<file path="config.mk">
export PLATFORM = sky130hd
export DESIGN_NAME = nh_lcd
export DESIGN_NICKNAME = d
export VERILOG_FILES = /design/src/nh_lcd_pkg.sv /design/src/nh_lcd.sv /design/src/nh_lcd_sequencer.sv /design/src/nh_lcd_pixel.sv /design/src/nh_lcd_timer.sv /design/src/nh_lcd_command.sv
export SDC_FILE = /design/constraint.sdc
export NUM_CORES = 1
export LEC_CHECK = 0
export BUFFER_PORTS_ARGS = -buffer_cell sky130_fd_sc_hd__buf_4
export CORE_ASPECT_RATIO = 1.25
export CORE_MARGIN = 1
export CORE_UTILIZATION = 60
export DETAILED_ROUTE_END_ITERATION = 12
export GPL_TIMING_DRIVEN = 1
export PLACE_DENSITY = 0.88
export SETUP_SLACK_MARGIN = 0.15
export SLEW_MARGIN = 15
export SYNTH_ARGS = -nofsm -noshare
export SYNTH_HDL_FRONTEND = slang
export SYNTH_SLANG_ARGS = --single-unit
export TNS_END_PERCENT = 100
</file>
<file path="constraint.sdc">
create_clock -name clk -period 8.2 [get_ports clk]
set_clock_uncertainty 0.2 [all_clocks]
set_input_delay 0.82 -clock clk [delete_from_list [all_inputs] [get_ports clk]]
set_output_delay 0.82 -clock clk [all_outputs]
set_load 0.03 [all_outputs]
</file>
<file path="src/nh_lcd_pkg.sv">
package nh_lcd_pkg;

  // Bus and pixel widths
  typedef logic [7:0]  lcd_byte_t;
  typedef logic [15:0] pixel_t;
  typedef logic [15:0] pixel_count_t;
  typedef logic [15:0] delay_t;

  // Panel opcodes
  localparam lcd_byte_t CMD_SLEEP_OUT    = 8'h11;
  localparam lcd_byte_t CMD_DISPLAY_ON   = 8'h29;
  localparam lcd_byte_t CMD_MEMORY_WRITE = 8'h2C;

  // Power-up waits, shortened for simulation
  localparam delay_t RESET_HOLD_CYCLES = 16'd20;
  localparam delay_t WAKE_CYCLES       = 16'd50;

  // Sequencer states
  typedef enum logic [3:0] {
    RESET_HOLD,
    RESET_WAIT,
    SLEEP_OUT,
    WAKE_WAIT,
    DISPLAY_ON,
    READY,
    FRAME_CMD,
    PIXEL_HI,
    PIXEL_LO,
    REG_CMD,
    REG_READ
  } seq_state_t;

endpackage
</file>
<file path="src/nh_lcd.sv">
`timescale 1ns/1ns

module nh_lcd (
  input  logic                     clk,
  input  logic                     rst,

  // Host frame interface
  input  logic                     i_frame_stb,
  input  nh_lcd_pkg::pixel_count_t i_pixel_count,
  input  logic                     i_pixel_stb,
  input  nh_lcd_pkg::pixel_t       i_pixel,
  output logic                     o_pixel_ready,
  output logic                     o_frame_done,

  // Host register read
  input  logic                     i_reg_read_stb,
  input  nh_lcd_pkg::lcd_byte_t    i_reg_addr,
  output nh_lcd_pkg::lcd_byte_t    o_reg_data,
  output logic                     o_reg_done,
  output logic                     o_ready,

  // Panel bus
  output logic                     o_lcd_rst_n,
  output logic                     o_cmd_mode,
  output logic                     o_write,
  output logic                     o_read,
  output nh_lcd_pkg::lcd_byte_t    o_data_out,
  output logic                     o_data_out_en,
  input  nh_lcd_pkg::lcd_byte_t    i_data_in
);

  import nh_lcd_pkg::*;

  logic      timer_start;
  delay_t    timer_cycles;
  logic      timer_done;
  logic      cmd_write_stb;
  logic      cmd_read_stb;
  logic      cmd_parameter;
  lcd_byte_t cmd_data;
  logic      cmd_finished;
  logic      byte_valid;
  lcd_byte_t pixel_byte;
  logic      byte_taken;
  logic      accept_pixels;

  nh_lcd_sequencer u_sequencer (
    .clk             (clk),
    .rst             (rst),
    .i_frame_stb     (i_frame_stb),
    .i_pixel_count   (i_pixel_count),
    .i_reg_read_stb  (i_reg_read_stb),
    .i_reg_addr      (i_reg_addr),
    .i_timer_done    (timer_done),
    .o_timer_start   (timer_start),
    .o_timer_cycles  (timer_cycles),
    .i_cmd_finished  (cmd_finished),
    .o_cmd_write_stb (cmd_write_stb),
    .o_cmd_read_stb  (cmd_read_stb),
    .o_cmd_parameter (cmd_parameter),
    .o_cmd_data      (cmd_data),
    .i_byte_valid    (byte_valid),
    .i_pixel_byte    (pixel_byte),
    .o_byte_taken    (byte_taken),
    .o_accept_pixels (accept_pixels),
    .o_lcd_rst_n     (o_lcd_rst_n),
    .o_ready         (o_ready),
    .o_frame_done    (o_frame_done),
    .o_reg_done      (o_reg_done)
  );

  nh_lcd_timer u_timer (
    .clk      (clk),
    .rst      (rst),
    .i_start  (timer_start),
    .i_cycles (timer_cycles),
    .o_done   (timer_done)
  );

  nh_lcd_pixel u_pixel (
    .clk           (clk),
    .rst           (rst),
    .i_pixel_stb   (i_pixel_stb),
    .i_pixel       (i_pixel),
    .o_pixel_ready (o_pixel_ready),
    .i_accept      (accept_pixels),
    .i_byte_taken  (byte_taken),
    .o_byte_valid  (byte_valid),
    .o_byte        (pixel_byte)
  );

  nh_lcd_command u_command (
    .clk             (clk),
    .rst             (rst),
    .i_cmd_write_stb (cmd_write_stb),
    .i_cmd_read_stb  (cmd_read_stb),
    .i_cmd_parameter (cmd_parameter),
    .i_cmd_data      (cmd_data),
    .o_cmd_data      (o_reg_data),
    .o_cmd_finished  (cmd_finished),
    .o_cmd_mode      (o_cmd_mode),
    .o_write         (o_write),
    .o_read          (o_read),
    .o_data_out_en   (o_data_out_en),
    .o_data_out      (o_data_out),
    .i_data_in       (i_data_in)
  );

endmodule

</file>
<file path="src/nh_lcd_sequencer.sv">
`timescale 1ns/1ns

module nh_lcd_sequencer (
  input  logic                     clk,
  input  logic                     rst,

  // Host requests
  input  logic                     i_frame_stb,
  input  nh_lcd_pkg::pixel_count_t i_pixel_count,
  input  logic                     i_reg_read_stb,
  input  nh_lcd_pkg::lcd_byte_t    i_reg_addr,

  // Timer
  input  logic                     i_timer_done,
  output logic                     o_timer_start,
  output nh_lcd_pkg::delay_t       o_timer_cycles,

  // Bus engine
  input  logic                     i_cmd_finished,
  output logic                     o_cmd_write_stb,
  output logic                     o_cmd_read_stb,
  output logic                     o_cmd_parameter,
  output nh_lcd_pkg::lcd_byte_t    o_cmd_data,

  // Pixel serializer
  input  logic                     i_byte_valid,
  input  nh_lcd_pkg::lcd_byte_t    i_pixel_byte,
  output logic                     o_byte_taken,
  output logic                     o_accept_pixels,

  // Status
  output logic                     o_lcd_rst_n,
  output logic                     o_ready,
  output logic                     o_frame_done,
  output logic                     o_reg_done
);

  import nh_lcd_pkg::*;

  seq_state_t   state;
  // Set while a timer wait or bus transfer is outstanding
  logic         pending;
  // Pixels whose high byte has not been sent yet
  pixel_count_t pixels_left;
  lcd_byte_t    reg_addr;
  logic         in_frame;

  assign in_frame        = (state == FRAME_CMD) || (state == PIXEL_HI) || (state == PIXEL_LO);
  assign o_accept_pixels = in_frame && (pixels_left != '0);
  assign o_ready         = (state == READY);
  assign o_cmd_parameter = (state == PIXEL_HI) || (state == PIXEL_LO) || (state == REG_READ);

  always_ff @(posedge clk) begin
    if (rst) begin
      state           <= RESET_HOLD;
      pending         <= 1'b0;
      o_lcd_rst_n     <= 1'b0;
      o_timer_start   <= 1'b0;
      o_cmd_write_stb <= 1'b0;
      o_cmd_read_stb  <= 1'b0;
      o_byte_taken    <= 1'b0;
      o_frame_done    <= 1'b0;
      o_reg_done      <= 1'b0;
    end else begin
      o_timer_start   <= 1'b0;
      o_cmd_write_stb <= 1'b0;
      o_cmd_read_stb  <= 1'b0;
      o_byte_taken    <= 1'b0;
      o_frame_done    <= 1'b0;
      o_reg_done      <= 1'b0;
      case (state)
        RESET_HOLD, RESET_WAIT, WAKE_WAIT: begin
          if (!pending) begin
            o_timer_start <= 1'b1;
            pending       <= 1'b1;
          end else if (i_timer_done) begin
            pending <= 1'b0;
            if (state == RESET_HOLD) begin
              // Release the panel, then let it settle
              o_lcd_rst_n <= 1'b1;
              state       <= RESET_WAIT;
            end else if (state == RESET_WAIT) begin
              state <= SLEEP_OUT;
            end else begin
              state <= DISPLAY_ON;
            end
          end
        end
        SLEEP_OUT, DISPLAY_ON, FRAME_CMD, REG_CMD: begin
          if (!pending) begin
            o_cmd_write_stb <= 1'b1;
            pending         <= 1'b1;
          end else if (i_cmd_finished) begin
            pending <= 1'b0;
            case (state)
              SLEEP_OUT:  state <= WAKE_WAIT;
              DISPLAY_ON: state <= READY;
              REG_CMD:    state <= REG_READ;
              default: begin
                // Empty frame ends right after the opcode
                if (pixels_left == '0) begin
                  o_frame_done <= 1'b1;
                  state        <= READY;
                end else begin
                  state <= PIXEL_HI;
                end
              end
            endcase
          end
        end
        READY: begin
          if (i_frame_stb) begin
            state <= FRAME_CMD;
          end else if (i_reg_read_stb) begin
            state <= REG_CMD;
          end
        end
        PIXEL_HI, PIXEL_LO: begin
          if (!pending) begin
            if (i_byte_valid) begin
              o_cmd_write_stb <= 1'b1;
              o_byte_taken    <= 1'b1;
              pending         <= 1'b1;
            end
          end else if (i_cmd_finished) begin
            pending <= 1'b0;
            if (state == PIXEL_HI) begin
              state <= PIXEL_LO;
            end else if (pixels_left == '0) begin
              o_frame_done <= 1'b1;
              state        <= READY;
            end else begin
              state <= PIXEL_HI;
            end
          end
        end
        default: begin
          // Register read cycle
          if (!pending) begin
            o_cmd_read_stb <= 1'b1;
            pending        <= 1'b1;
          end else if (i_cmd_finished) begin
            pending    <= 1'b0;
            o_reg_done <= 1'b1;
            state      <= READY;
          end
        end
      endcase
    end
  end

  // Payload registers
  always_ff @(posedge clk) begin
    if (state == READY && i_frame_stb) begin
      pixels_left <= i_pixel_count;
    end else if (state == PIXEL_HI && !pending && i_byte_valid) begin
      pixels_left <= pixels_left - pixel_count_t'(1);
    end
    if (state == READY && i_reg_read_stb) begin
      reg_addr <= i_reg_addr;
    end
    o_timer_cycles <= (state == RESET_HOLD) ? RESET_HOLD_CYCLES : WAKE_CYCLES;
    case (state)
      SLEEP_OUT:  o_cmd_data <= CMD_SLEEP_OUT;
      DISPLAY_ON: o_cmd_data <= CMD_DISPLAY_ON;
      FRAME_CMD:  o_cmd_data <= CMD_MEMORY_WRITE;
      REG_CMD:    o_cmd_data <= reg_addr;
      default:    o_cmd_data <= i_pixel_byte;
    endcase
  end

endmodule

</file>
<file path="src/nh_lcd_pixel.sv">
`timescale 1ns/1ns

module nh_lcd_pixel (
  input  logic                  clk,
  input  logic                  rst,

  // Host side
  input  logic                  i_pixel_stb,
  input  nh_lcd_pkg::pixel_t    i_pixel,
  output logic                  o_pixel_ready,

  // Sequencer side
  input  logic                  i_accept,
  input  logic                  i_byte_taken,
  output logic                  o_byte_valid,
  output nh_lcd_pkg::lcd_byte_t o_byte
);

  import nh_lcd_pkg::*;

  pixel_t pixel_q;
  logic   low_half;
  logic   load;

  assign o_pixel_ready = !o_byte_valid && i_accept;
  assign load          = i_pixel_stb && o_pixel_ready;

  // High byte goes out first
  assign o_byte = low_half ? pixel_q[7:0] : pixel_q[15:8];

  always_ff @(posedge clk) begin
    if (rst) begin
      o_byte_valid <= 1'b0;
      low_half     <= 1'b0;
    end else if (load) begin
      o_byte_valid <= 1'b1;
      low_half     <= 1'b0;
    end else if (i_byte_taken && o_byte_valid) begin
      if (low_half) begin
        // Both halves gone, slot is free again
        o_byte_valid <= 1'b0;
        low_half     <= 1'b0;
      end else begin
        low_half <= 1'b1;
      end
    end
  end

  always_ff @(posedge clk) begin
    if (load) begin
      pixel_q <= i_pixel;
    end
  end

endmodule

</file>
<file path="src/nh_lcd_timer.sv">
`timescale 1ns/1ns

module nh_lcd_timer (
  input  logic               clk,
  input  logic               rst,
  input  logic               i_start,
  input  nh_lcd_pkg::delay_t i_cycles,
  output logic               o_done
);

  import nh_lcd_pkg::*;

  delay_t count;
  logic   busy;

  // Done in the cycle the count reaches zero
  assign o_done = busy && (count == '0);

  always_ff @(posedge clk) begin
    if (rst) begin
      busy <= 1'b0;
    end else if (i_start) begin
      busy <= 1'b1;
    end else if (o_done) begin
      busy <= 1'b0;
    end
  end

  // Loaded one short so done lands i_cycles after the start
  always_ff @(posedge clk) begin
    if (i_start) begin
      count <= i_cycles - delay_t'(1);
    end else if (busy && count != '0) begin
      count <= count - delay_t'(1);
    end
  end

endmodule

</file>
<file path="src/nh_lcd_command.sv">
`timescale 1ns/1ns

module nh_lcd_command (
  input  logic                  clk,
  input  logic                  rst,

  // Transfer request from the sequencer
  input  logic                  i_cmd_write_stb,
  input  logic                  i_cmd_read_stb,
  input  logic                  i_cmd_parameter,
  input  nh_lcd_pkg::lcd_byte_t i_cmd_data,
  output nh_lcd_pkg::lcd_byte_t o_cmd_data,
  output logic                  o_cmd_finished,

  // Panel bus
  output logic                  o_cmd_mode,
  output logic                  o_write,
  output logic                  o_read,
  output logic                  o_data_out_en,
  output nh_lcd_pkg::lcd_byte_t o_data_out,
  input  nh_lcd_pkg::lcd_byte_t i_data_in
);

  typedef enum logic [1:0] {
    IDLE,
    READ_WAIT,
    FINISHED
  } cmd_state_t;

  cmd_state_t state;

  // Low selects a command byte, high a parameter or data byte
  assign o_cmd_mode = i_cmd_parameter;

  always_ff @(posedge clk) begin
    if (rst) begin
      state          <= IDLE;
      o_write        <= 1'b0;
      o_read         <= 1'b0;
      o_data_out_en  <= 1'b0;
      o_cmd_finished <= 1'b0;
    end else begin
      o_cmd_finished <= 1'b0;
      case (state)
        IDLE: begin
          o_write       <= 1'b0;
          o_read        <= 1'b0;
          o_data_out_en <= 1'b0;
          if (i_cmd_write_stb) begin
            // Drive the byte and strobe it out
            o_data_out_en <= 1'b1;
            o_write       <= 1'b1;
            state         <= FINISHED;
          end else if (i_cmd_read_stb) begin
            // Bus stays released while the panel drives it
            o_read <= 1'b1;
            state  <= READ_WAIT;
          end
        end
        READ_WAIT: begin
          state <= FINISHED;
        end
        default: begin
          o_write        <= 1'b0;
          o_read         <= 1'b0;
          o_cmd_finished <= 1'b1;
          state          <= IDLE;
        end
      endcase
    end
  end

  // Write byte and read capture
  always_ff @(posedge clk) begin
    if (state == IDLE && i_cmd_write_stb) begin
      o_data_out <= i_cmd_data;
    end
    if (state == FINISHED && !o_data_out_en) begin
      o_cmd_data <= i_data_in;
    end
  end

endmodule

</file>
==> metrics.txt, run 1 <==
status=complete, no violations; vias in the first global route=3103; area fraction of the dominant cell type after synthesis=47.2%; RSZ-0062 raised after global routing=false; synth top area cells=edfxtp_1, dfxtp_1, nand2_1; post-route cell area=5430 um2; Via Count=3223; FP Rows=35; Net Count, Synth=457; DRT iter0 DRCs=211; core area=7400 um2; Setup Crit Path Kind=reg2out; dpl hpwl=6140 um; Max clock buf depth=2; Final GP Congestion=0.871; GRT met2 Usage=41.4%; post-route ant nets=0; Post-synth EDFFs=72; Post-CTS Repair Setup Buffers=0; CTS tree=built; synth warn=0; worst reg2reg startpoint=u_sequencer.state[3]$_SDFFE_PP0P_; FF-to-FF path depth=5; vias per cell=5.69; Critical Path Start=u_sequencer.state[3]$_SDFFE_PP0P_; DR WL/cell=15.3 um; Synth area leader=edfxtp_1; crit-path cells=or3b_1 > o22a_1 > a211oi_2 > buf_4; die area=7990 um2; share of layout cells above drive strength 1=22.6%; Starting Density=61.9%; # DRC=0; clock root cell=clkbuf_8; PortBufs=77; Reg-to-Reg End=u_pixel.pixel_q[2]$_DFFE_PP_; Final Hold Fails=0; CTS Buf Count=9; setup TNS after final layout=0 ns; worst hold path class=reg2reg; Worst Path Required=7.18 ns; htree depth=3; hold buffers post-CTS=0; Worst Setup EP=o_pixel_ready; Fmax=0.279 GHz; met3 Use GR=5.96%; Main synth FF type=edfxtp_1; Gate Count Post-Synth=402; slowest cell delay on critical path=0.93 ns; Pwr per Cell Area=175 nW/um2; LEAKAGE=1.91 nW; dpl cell area=5200 um2; fin crit period=3.59 ns; first-pass GRT wire length=14100 um; crit share post-route=43.8%; synth-to-layout area growth=18.5%; VDD IR max=0.154 mV; Slew HR=39.1%; Core Util, Final=73.3%; Final nets=524; Die Ht=99.7 um; crit end category=output port; CTS resizes=0; # fillers=519; Routed Wire Length=8690 um; GRT Overall Usage=23.2%; CP Max Fanout=35; Die Width=80.2 um; Yosys reg bits=103; Setup-failing EPs final=0; Top Ports=78; Worst Max-Slew Pin Slew=0.913 ns; synthesized area=4580 um2; met1 usage=27.0%; Worst EP arrival=2.57 ns; Pre-antenna DRT Iters=4; maximum number of pins on one net before global-route repair=36; initial antenna violation count=0; startpoint types=flip-flop; Worst-Skew Late Latency=0.37 ns; r2r setup slk=5.06 ns; unique cell type count in the Yosys netlist=54; Synth async-reset ratio=0%; Slew Limit Fails=0; Slowest cell on crit path=dfxtp_1; sequential share of the synthesized area=60.7%; Total Power=0.000952 W; max cap viols=0; Antenna Cells=0; syn avg cell area=11.4 um2; Sink Count=103; Worst-path clk slew=0.11 ns; grt ovf=0; Top Usage Layer GRT=met2
-- logic make-up (layout without fill, tap and decap cells) --
logic type      count (synthesis)  after routing  synth area share, %
buf+inv                        30            102                 2.51
mux                            15             15                 3.36
xor+xnor                       25             25                 4.78
simple gates                  155            155                 17.8
flops                         103            103                 60.7
compound gates                 72             72                 10.3
fa+ha+maj                       2              2                0.546
-- area by class of cell --
cell class / count / area, um2 / area share, %
flip-flops and latches: 103 / 2780 / 51.3
multi-input cells: 269 / 1700 / 31.3
repair buffers: 77 / 578 / 10.7
clock buffers: 10 / 149 / 2.74
well taps: 92 / 115 / 2.12
clock inverters: 6 / 67.6 / 1.25
inverters: 9 / 33.8 / 0.623
-- worst max-delay path: cells and delay by family (launching register included) --
kind / cells / cell delay (ns)
flops: 1 / 0.93
simple gates: 1 / 0.54
compound gates: 2 / 0.52
buf+inv: 1 / 0.21
-- report_power, final --
part           switching [W]  total [W]  internal, W
Combinational      0.0000203  0.0000479    0.0000276
Clock               0.000188   0.000328     0.000139
Sequential         0.0000105   0.000576     0.000566
-- registers in the layout, indices dropped and copies added (netlist names), 4 cells and up --
register	flops
u_timer.count	16
u_command.o_cmd_data	8
u_sequencer.pixels_left	16
u_sequencer.state	4
u_pixel.pixel_q	16
u_command.o_data_out	8
u_sequencer.o_cmd_data	8
u_sequencer.reg_addr	8
-- cells in the mapped netlist (4+ instances only) --
cell type	n
edfxtp_1	72
nand2_1	44
nor2_1	34
dfxtp_1	31
o21ai_0	30
nor3_1	19
xnor2_1	18
clkbuf_1	16
mux2i_1	12
a21oi_1	10
nand2b_1	10
inv_1	9
nand3_1	7
xor2_1	7
nor4_1	6
or3_1	6
nor2b_1	5
nor3b_1	4
o31ai_1	4
-- layout by cell type (no fill, tap or decap), drive strengths merged, types with 10 or more instances in the layout --
cell / instances
dfxtp: 31
a21oi: 11
clkbuf: 10
nor2: 35
buf: 77
nor3: 19
nand2: 44
o21ai: 30
edfxtp: 72
inv: 13
xnor2: 18
nand2b: 10
mux2i: 12
-- per-layer routing --
metal / part of all wire, % / wire length (um)
met4: 1.2 / 100
met1: 40 / 3480
met5: 0 / 0
met3: 5.5 / 480
met2: 53 / 4630
-- per-stage QoR --
stage,setup slack [ns],cells,hold WS (ns)
floorplan,5.35,402,0.186
global placement,5.10,550,0.188
detailed placement,5.03,550,0.189
CTS,4.62,566,0.215
global route,4.45,566,0.222
finish,4.61,566,0.215
-- worst min-delay path by stage --
stage	endpoint	cells past startpoint	from	slack, ns
after global placement	u_command.o_data_out[1]$_DFFE_PP_	0	u_sequencer.o_cmd_data[1]$_DFF_P_	0.19
after floorplan	u_command.o_data_out[0]$_DFFE_PP_	0	u_sequencer.o_cmd_data[0]$_DFF_P_	0.19
after global routing	u_command.o_data_out[6]$_DFFE_PP_	0	u_sequencer.o_cmd_data[6]$_DFF_P_	0.22
after detailed placement	u_command.o_data_out[2]$_DFFE_PP_	0	u_sequencer.o_cmd_data[2]$_DFF_P_	0.19
after CTS	u_command.o_data_out[7]$_DFFE_PP_	0	u_sequencer.o_cmd_data[7]$_DFF_P_	0.21
final	u_command.o_data_out[7]$_DFFE_PP_	0	u_sequencer.o_cmd_data[7]$_DFF_P_	0.22
Note: power is estimated with default switching activity, not from simulation.
==> run 2: changes to the inputs <==
Settings changed: CORE_UTILIZATION 60 to 56, PLACE_DENSITY 0.88 to 0.84.
Clock period 8.2 ns to 3.65 ns, I/O delays scaled along.
==> run 2 against run 1 <==
  * Routed wire length rose by 13%
  * Sequential share of layout area fell by 2.8 points
  * Sequential power rose by 130%
  * Worst hold slack got worse by 0.14 ns
  * Critical path type is now reg2reg
  * Highest routed layer unchanged
==> metrics.txt, run 2 (synthesis results as in run 1) <==
met1 wire length=3930 um (was 3480 um); DR WL/cell=16.3 um (was 15.3 um); dpl hpwl=6010 um (was 6140 um); crit end category=flip-flop (was output port); LEAKAGE=2.04 nW (was 1.91 nW); largest registers=u_pixel.pixel_q x16, u_sequencer.pixels_left x16, u_timer.count x16 (unchanged); Pwr per Cell Area=372 nW/um2 (was 175 nW/um2); Antenna Cells=0 (unchanged); die area=8550 um2 (was 7990 um2); top sig layer=met4 (unchanged); setup TNS after final layout=0 ns (unchanged); vias in the first global route=3327 (was 3103); r2r setup slk=0.86 ns (was 5.06 ns); Final nets=558 (was 524); Setup-failing EPs final=0 (unchanged); post-route ant nets=0 (unchanged); Fmax=0.359 GHz; CTS tree=built (unchanged); Die Width=82.9 um (was 80.2 um); htree depth=3 (unchanged); FF-to-FF path depth=5 (unchanged); dpl cell area=5220 um2 (was 5200 um2); DRT iter0 DRCs=233 (was 211); Max clock buf depth=2 (unchanged); max cap viols=0 (unchanged); met2 wire len=5160 um (was 4630 um); clock root cell=clkbuf_8 (unchanged); Sink Count=103 (unchanged); hold worst-path end=u_sequencer.pixels_left[4]$_DFFE_PP_ (was u_command.o_data_out[7]$_DFFE_PP_); Top Ports=78 (unchanged); worst reg2reg startpoint=u_sequencer.state[3]$_SDFFE_PP0P_ (unchanged); startpoint types=flip-flop (unchanged); Worst Path Required=3.47 ns (was 7.18 ns); Setup Crit Path Kind=reg2reg (was reg2out); CP Max Fanout=17 (was 35); # fillers=488 (was 519); commonest non-fill, non-tap cell in the layout=buf_4 (unchanged); Slew HR=29.1% (was 39.1%); WL met3=561 um (was 480 um); VDD IR max=0.272 mV (was 0.154 mV); crit share post-route=76.4%; status=complete, no violations (unchanged); Worst-path clk slew=0.12 ns (was 0.11 ns); synth-to-layout area growth=25.2% (was 18.5%); # DRC=0 (unchanged); Slew Limit Fails=0 (unchanged); final setup margin=0.863 ns (was 4.61 ns); PortBufs=77 (unchanged); FP Rows=36 (was 35); share of layout cells above drive strength 1=21.3% (was 22.6%); maximum number of pins on one net before global-route repair=33 (was 36); Post-CTS Repair Setup Buffers=0 (unchanged); GRT Overall Usage=23.6% (was 23.2%); Worst EP arrival=2.61 ns (was 2.57 ns); RSZ-0062 raised after global routing=false (unchanged); Final Hold Fails=0 (unchanged); core area=7880 um2 (was 7400 um2); hold wc startpoint=i_pixel_count[4] (was u_sequencer.o_cmd_data[7]$_DFF_P_); Final GP Congestion=0.845 (was 0.871); worst hold path class=in2reg (was reg2reg); Worst-Skew Late Latency=0.37 ns (about the same); hold path cells=3 (was 0); most frequent cells in the layout=buf_4, edfxtp_1, nand2_1 (unchanged); grt ovf=0 (unchanged); fin crit period=2.79 ns; Via Count=3400 (was 3223); Routed Wire Length=9850 um (was 8690 um); Worst Max-Slew Pin Slew=1.06 ns (was 0.913 ns); Pre-antenna DRT Iters=4 (unchanged); first-pass GRT wire length=15600 um (was 14100 um); Starting Density=58.1% (was 61.9%); initial antenna violation count=0 (unchanged); Reg-to-Reg End=u_pixel.pixel_q[5]$_DFFE_PP_ (was u_pixel.pixel_q[2]$_DFFE_PP_); CTS resizes=0 (unchanged); CTS Buf Count=9 (unchanged); pre-CTS WS=0.992 ns (was 5.03 ns); vias per cell=5.64 (was 5.69); post-route cell area=5740 um2 (was 5430 um2); Die Ht=103 um (was 99.7 um)
==> run 2: power by group <==
part | leakage (nW) | internal (W) | total, W | switching, W
Combinational | 1.03 | 0.0000843 | 0.000136 | 0.0000519
Clock | 0.102 | 0.000285 | 0.000702 | 0.000417
Sequential | 0.913 | 0.00127 | 0.00130 | 0.0000242
==> run 2: worst max path at each step <==
stage                                                     from                              endpoint  depth (start not counted)
final                        u_sequencer.state[3]$_SDFFE_PP0P_          u_pixel.pixel_q[5]$_DFFE_PP_                          5
after global routing      u_sequencer.pixels_left[0]$_DFFE_PP_                         o_pixel_ready                          6
after CTS                 u_sequencer.pixels_left[0]$_DFFE_PP_                         o_pixel_ready                          6
after detailed placement     u_sequencer.state[0]$_SDFFE_PP0P_  u_sequencer.pixels_left[9]$_DFFE_PP_                          5
after global placement       u_sequencer.state[0]$_SDFFE_PP0P_  u_sequencer.pixels_left[9]$_DFFE_PP_                          5
after floorplan              u_sequencer.state[2]$_SDFFE_PP0P_  u_sequencer.pixels_left[0]$_DFFE_PP_                          4
==> run 2: cell type report <==
| type | instances | area (um2) | share of cell area [%] |
|---|---|---|---|
| clock buffers | 10 | 138 | 2.40 |
| clock inverters | 6 | 62.6 | 1.09 |
| inverters | 9 | 33.8 | 0.589 |
| multi-input cells | 269 | 1690 | 29.4 |
| flip-flops and latches | 103 | 2780 | 48.5 |
| well taps | 95 | 119 | 2.07 |
| repair buffers | 111 | 913 | 15.9 |
==> run 2: through the flow <==
step	cells	utilization [%]	total power (W)	hold slack [ns]
4_1_cts	603	72.8	0.00213	0.0571
6_report	603	72.8	0.00213	0.0708
5_1_grt	603	72.8	0.00221	0.0576
3_3_place_gp	555	66.2	0.00142	0.188
2_1_floorplan	402	-	0.00137	0.186
3_5_place_dp	555	66.2	0.00143	0.189
==> run 2: what timing repair did <==
| action | in CTS | in global routing |
|---|---|---|
| hold buffers | 32 | 0 |
| setup endpoints to repair | 0 | 0 |
| endpoints found under the hold margin | 32 | 0 |
==> run 2: layer usage <==
layer / track usage (%) / up-vias
li1: - / 1668
met1: 27.5 / 1583
met2: 42.6 / 133
met3: 4.88 / 16
met4: 10.2 / 0
met5: 0 / -
==> run 2: worst max-delay path, cell delays in order, from the launching register on <==
cell and delay (ns):
dfxtp_1 0.57, or3b_1 0.50, o22a_1 0.25, a211oi_2 0.26
nand2_1 0.13, inv_1 0.51
==> run 3: changes to the inputs <==
Settings changed: CORE_UTILIZATION 56 to 50, PLACE_DENSITY 0.84 to 0.79.
Clock period 3.65 ns to 2.4 ns, I/O delays scaled along.
==> run 3 against run 2 <==
  * Power rose by 54%
  * Sequential cell count unchanged
  * Combinational power up 82%
  * Clock-buffer cell count unchanged
  * Register-to-register slack worse by 0.67 ns
  * Sequential power increased by 52%
  * Critical path type is now reg2out
  * Critical endpoint is now o_pixel_ready
  * Largest cell class unchanged
==> metrics.txt, run 3 (synthesis results as in run 1) <==
status=complete, no violations (unchanged); # DRC=0 (unchanged); FF-to-FF path depth=5 (unchanged); crit-path cells=or4_4 > nor3_4 > a211oi_4 > buf_6 (was or3b_1 > o22a_1 > a211oi_2 > nand2_1 > inv_1); CTS tree=built (unchanged); crit share post-route=93.1%; Die Width=87.6 um (was 82.9 um); Via Count=3583 (was 3400); Sink Count=103 (unchanged); clock root cell=clkbuf_8 (unchanged); Worst EP arrival=1.79 ns (was 2.61 ns); vias in the first global route=3560 (was 3327); internal power=0.00254 W (was 0.00164 W); Final Hold Fails=0 (unchanged); CTS Buf Count=9 (unchanged); startpoint types=flip-flop (unchanged); r2r setup slk=0.19 ns (was 0.86 ns); worst hold path class=in2reg (unchanged); setup TNS after final layout=0 ns (unchanged); Reg-to-Reg End=u_timer.count[13]$_DFFE_PP_ (was u_pixel.pixel_q[5]$_DFFE_PP_); Worst-Skew Late Latency=0.37 ns (about the same); die area=9550 um2 (was 8550 um2); hold wc startpoint=i_frame_stb (was i_pixel_count[4]); most frequent cells in the layout=buf_4, edfxtp_1, dlygate4sd3_1 (was buf_4, edfxtp_1, nand2_1); Setup Crit Path Kind=reg2out (was reg2reg); worst reg2reg startpoint=u_timer.count[9]$_DFFE_PP_ (was u_sequencer.state[3]$_SDFFE_PP0P_); Pre-antenna DRT Iters=5 (was 4); VDD IR max=0.431 mV (was 0.272 mV); Worst Path Required=1.96 ns (was 3.47 ns); share of layout cells above drive strength 1=27.6% (was 21.3%); commonest non-fill, non-tap cell in the layout=buf_4 (unchanged); maximum number of pins on one net before global-route repair=33 (unchanged); dpl hpwl=6410 um (was 6010 um); first-pass GRT wire length=16000 um (was 15600 um); vias per cell=5.34 (was 5.64); post-route ant nets=0 (unchanged); Slew Limit Fails=0 (unchanged); PortBufs=77 (unchanged); RSZ-0062 raised after global routing=true (was false); Worst Max-Slew Pin Slew=0.543 ns (was 1.06 ns); Setup-failing EPs final=0 (unchanged); crit end category=output port (was flip-flop); Routed Wire Length=9870 um (was 9850 um); Pwr per Cell Area=526 nW/um2 (was 372 nW/um2); htree depth=3 (unchanged); logic gate share of total power=7.5% (was 6.4%); Starting Density=52.1% (was 58.1%); DR WL/cell=14.7 um (was 16.3 um); hold worst-path end=u_sequencer.state[3]$_SDFFE_PP0P_ (was u_sequencer.pixels_left[4]$_DFFE_PP_); hold slack=0.193 ns (was 0.0708 ns); Fmax=0.447 GHz; FP Rows=38 (was 36); largest registers=u_pixel.pixel_q x16, u_sequencer.pixels_left x16, u_timer.count x16 (unchanged); DRT iter0 DRCs=212 (was 233); sw frac=22.6% (was 23.1%); slowest cell delay on critical path=0.58 ns (was 0.57 ns); initial antenna violation count=0 (unchanged); Crit path max-delay family=simple AND/OR/NAND/NOR gates (unchanged); Final nets=601 (was 558); Top Ports=78 (unchanged); dpl cell area=5380 um2 (was 5220 um2); Antenna Cells=0 (unchanged); Slew HR=63.8% (was 29.1%); Slowest cell on crit path=or4_4 (was dfxtp_1); CP Max Fanout=3 (was 17); post-route cell area=6240 um2 (was 5740 um2); Final GP Congestion=0.858 (was 0.845); Clk pwr share=32.5% (was 32.9%); sequential share of power=59.9% (was 60.7%); synth-to-layout area growth=36.3% (was 25.2%); fin crit period=2.23 ns; Worst-path clk slew=0.10 ns (was 0.12 ns); Max clock buf depth=2 (unchanged); Die Ht=109 um (was 103 um); max cap viols=0 (unchanged); core area=8800 um2 (was 7880 um2); hold path cells=5 (was 3); Switch Pwr=0.000742 W (was 0.000493 W); grt ovf=0 (unchanged); Buf+Inv Stages, Crit Path=1 (unchanged); LEAKAGE=2.24 nW (was 2.04 nW); GRT Overall Usage=22.1% (was 23.6%)
## run 3: area by class of cell
| type | count | area (um2) |
|---|---|---|
| Sequential cell | 103 | 2790 |
| Tap cell | 120 | 150 |
| Fill cell | 608 | 2550 |
| Inverter | 9 | 37.5 |
| Clock inverter | 6 | 48.8 |
| Clock buffer | 10 | 149 |
| Multi-Input combinational cell | 269 | 1790 |
| Timing Repair Buffer | 154 | 1290 |
## run 3: timing repair
action                     in CTS  in global routing
hold endpoints to repair       53                  0
gates resized for setup         1                 21
hold buffers                   50                  0
setup buffers                   4                  7
setup endpoints to repair      18                 46
pin swaps                       1                  5
## run 3: metrics by stage
step	total power [W]	setup slack, ns	std cells	utilization [%]
2_1_floorplan	0.00208	0.0128	402	-
3_3_place_gp	0.00217	0.160	594	61.1
3_5_place_dp	0.00217	0.0784	594	61.1
4_1_cts	0.00329	0.0766	664	69.4
5_1_grt	0.00339	0.0894	671	71.0
6_report	0.00328	0.165	671	71.0
## run 3: power groups by stage
stage               Clock [W]  Sequential [W]  Combinational (W)
floorplan                   0         0.00199          0.0000871
global placement            0         0.00200           0.000163
detailed placement          0         0.00201           0.000168
CTS                   0.00109         0.00197           0.000234
global route          0.00115         0.00197           0.000270
finish                0.00107         0.00197           0.000248
## run 3: worst min-delay path: stages
cell and delay (ns):
buf_4 0.12, nand2b_1 0.09, nand3b_1 0.10, a211o_1 0.12, mux2i_1 0.06
## run 3: worst max path at each step
stage / startpoint / to / slack (ns) / cells past startpoint
after floorplan: u_sequencer.state[1]$_SDFFE_PP0P_ / u_pixel.pixel_q[0]$_DFFE_PP_ / 0.01 / 7
after global placement: u_sequencer.pixels_left[10]$_DFFE_PP_ / u_pixel.pixel_q[15]$_DFFE_PP_ / 0.16 / 5
after detailed placement: u_sequencer.pixels_left[11]$_DFFE_PP_ / u_pixel.pixel_q[12]$_DFFE_PP_ / 0.08 / 5
after CTS: u_sequencer.pixels_left[11]$_DFFE_PP_ / o_pixel_ready / 0.08 / 4
after global routing: u_sequencer.pixels_left[10]$_DFFE_PP_ / o_pixel_ready / 0.09 / 4
final: u_sequencer.pixels_left[10]$_DFFE_PP_ / o_pixel_ready / 0.17 / 4
## run 3: metal layers
layer | GRT usage [%] | part of all wire, %
met1 | 26.3 | 42
met2 | 39.6 | 52
met3 | 3.56 | 4.2
met4 | 8.90 | 1.6
met5 | 0 | 0
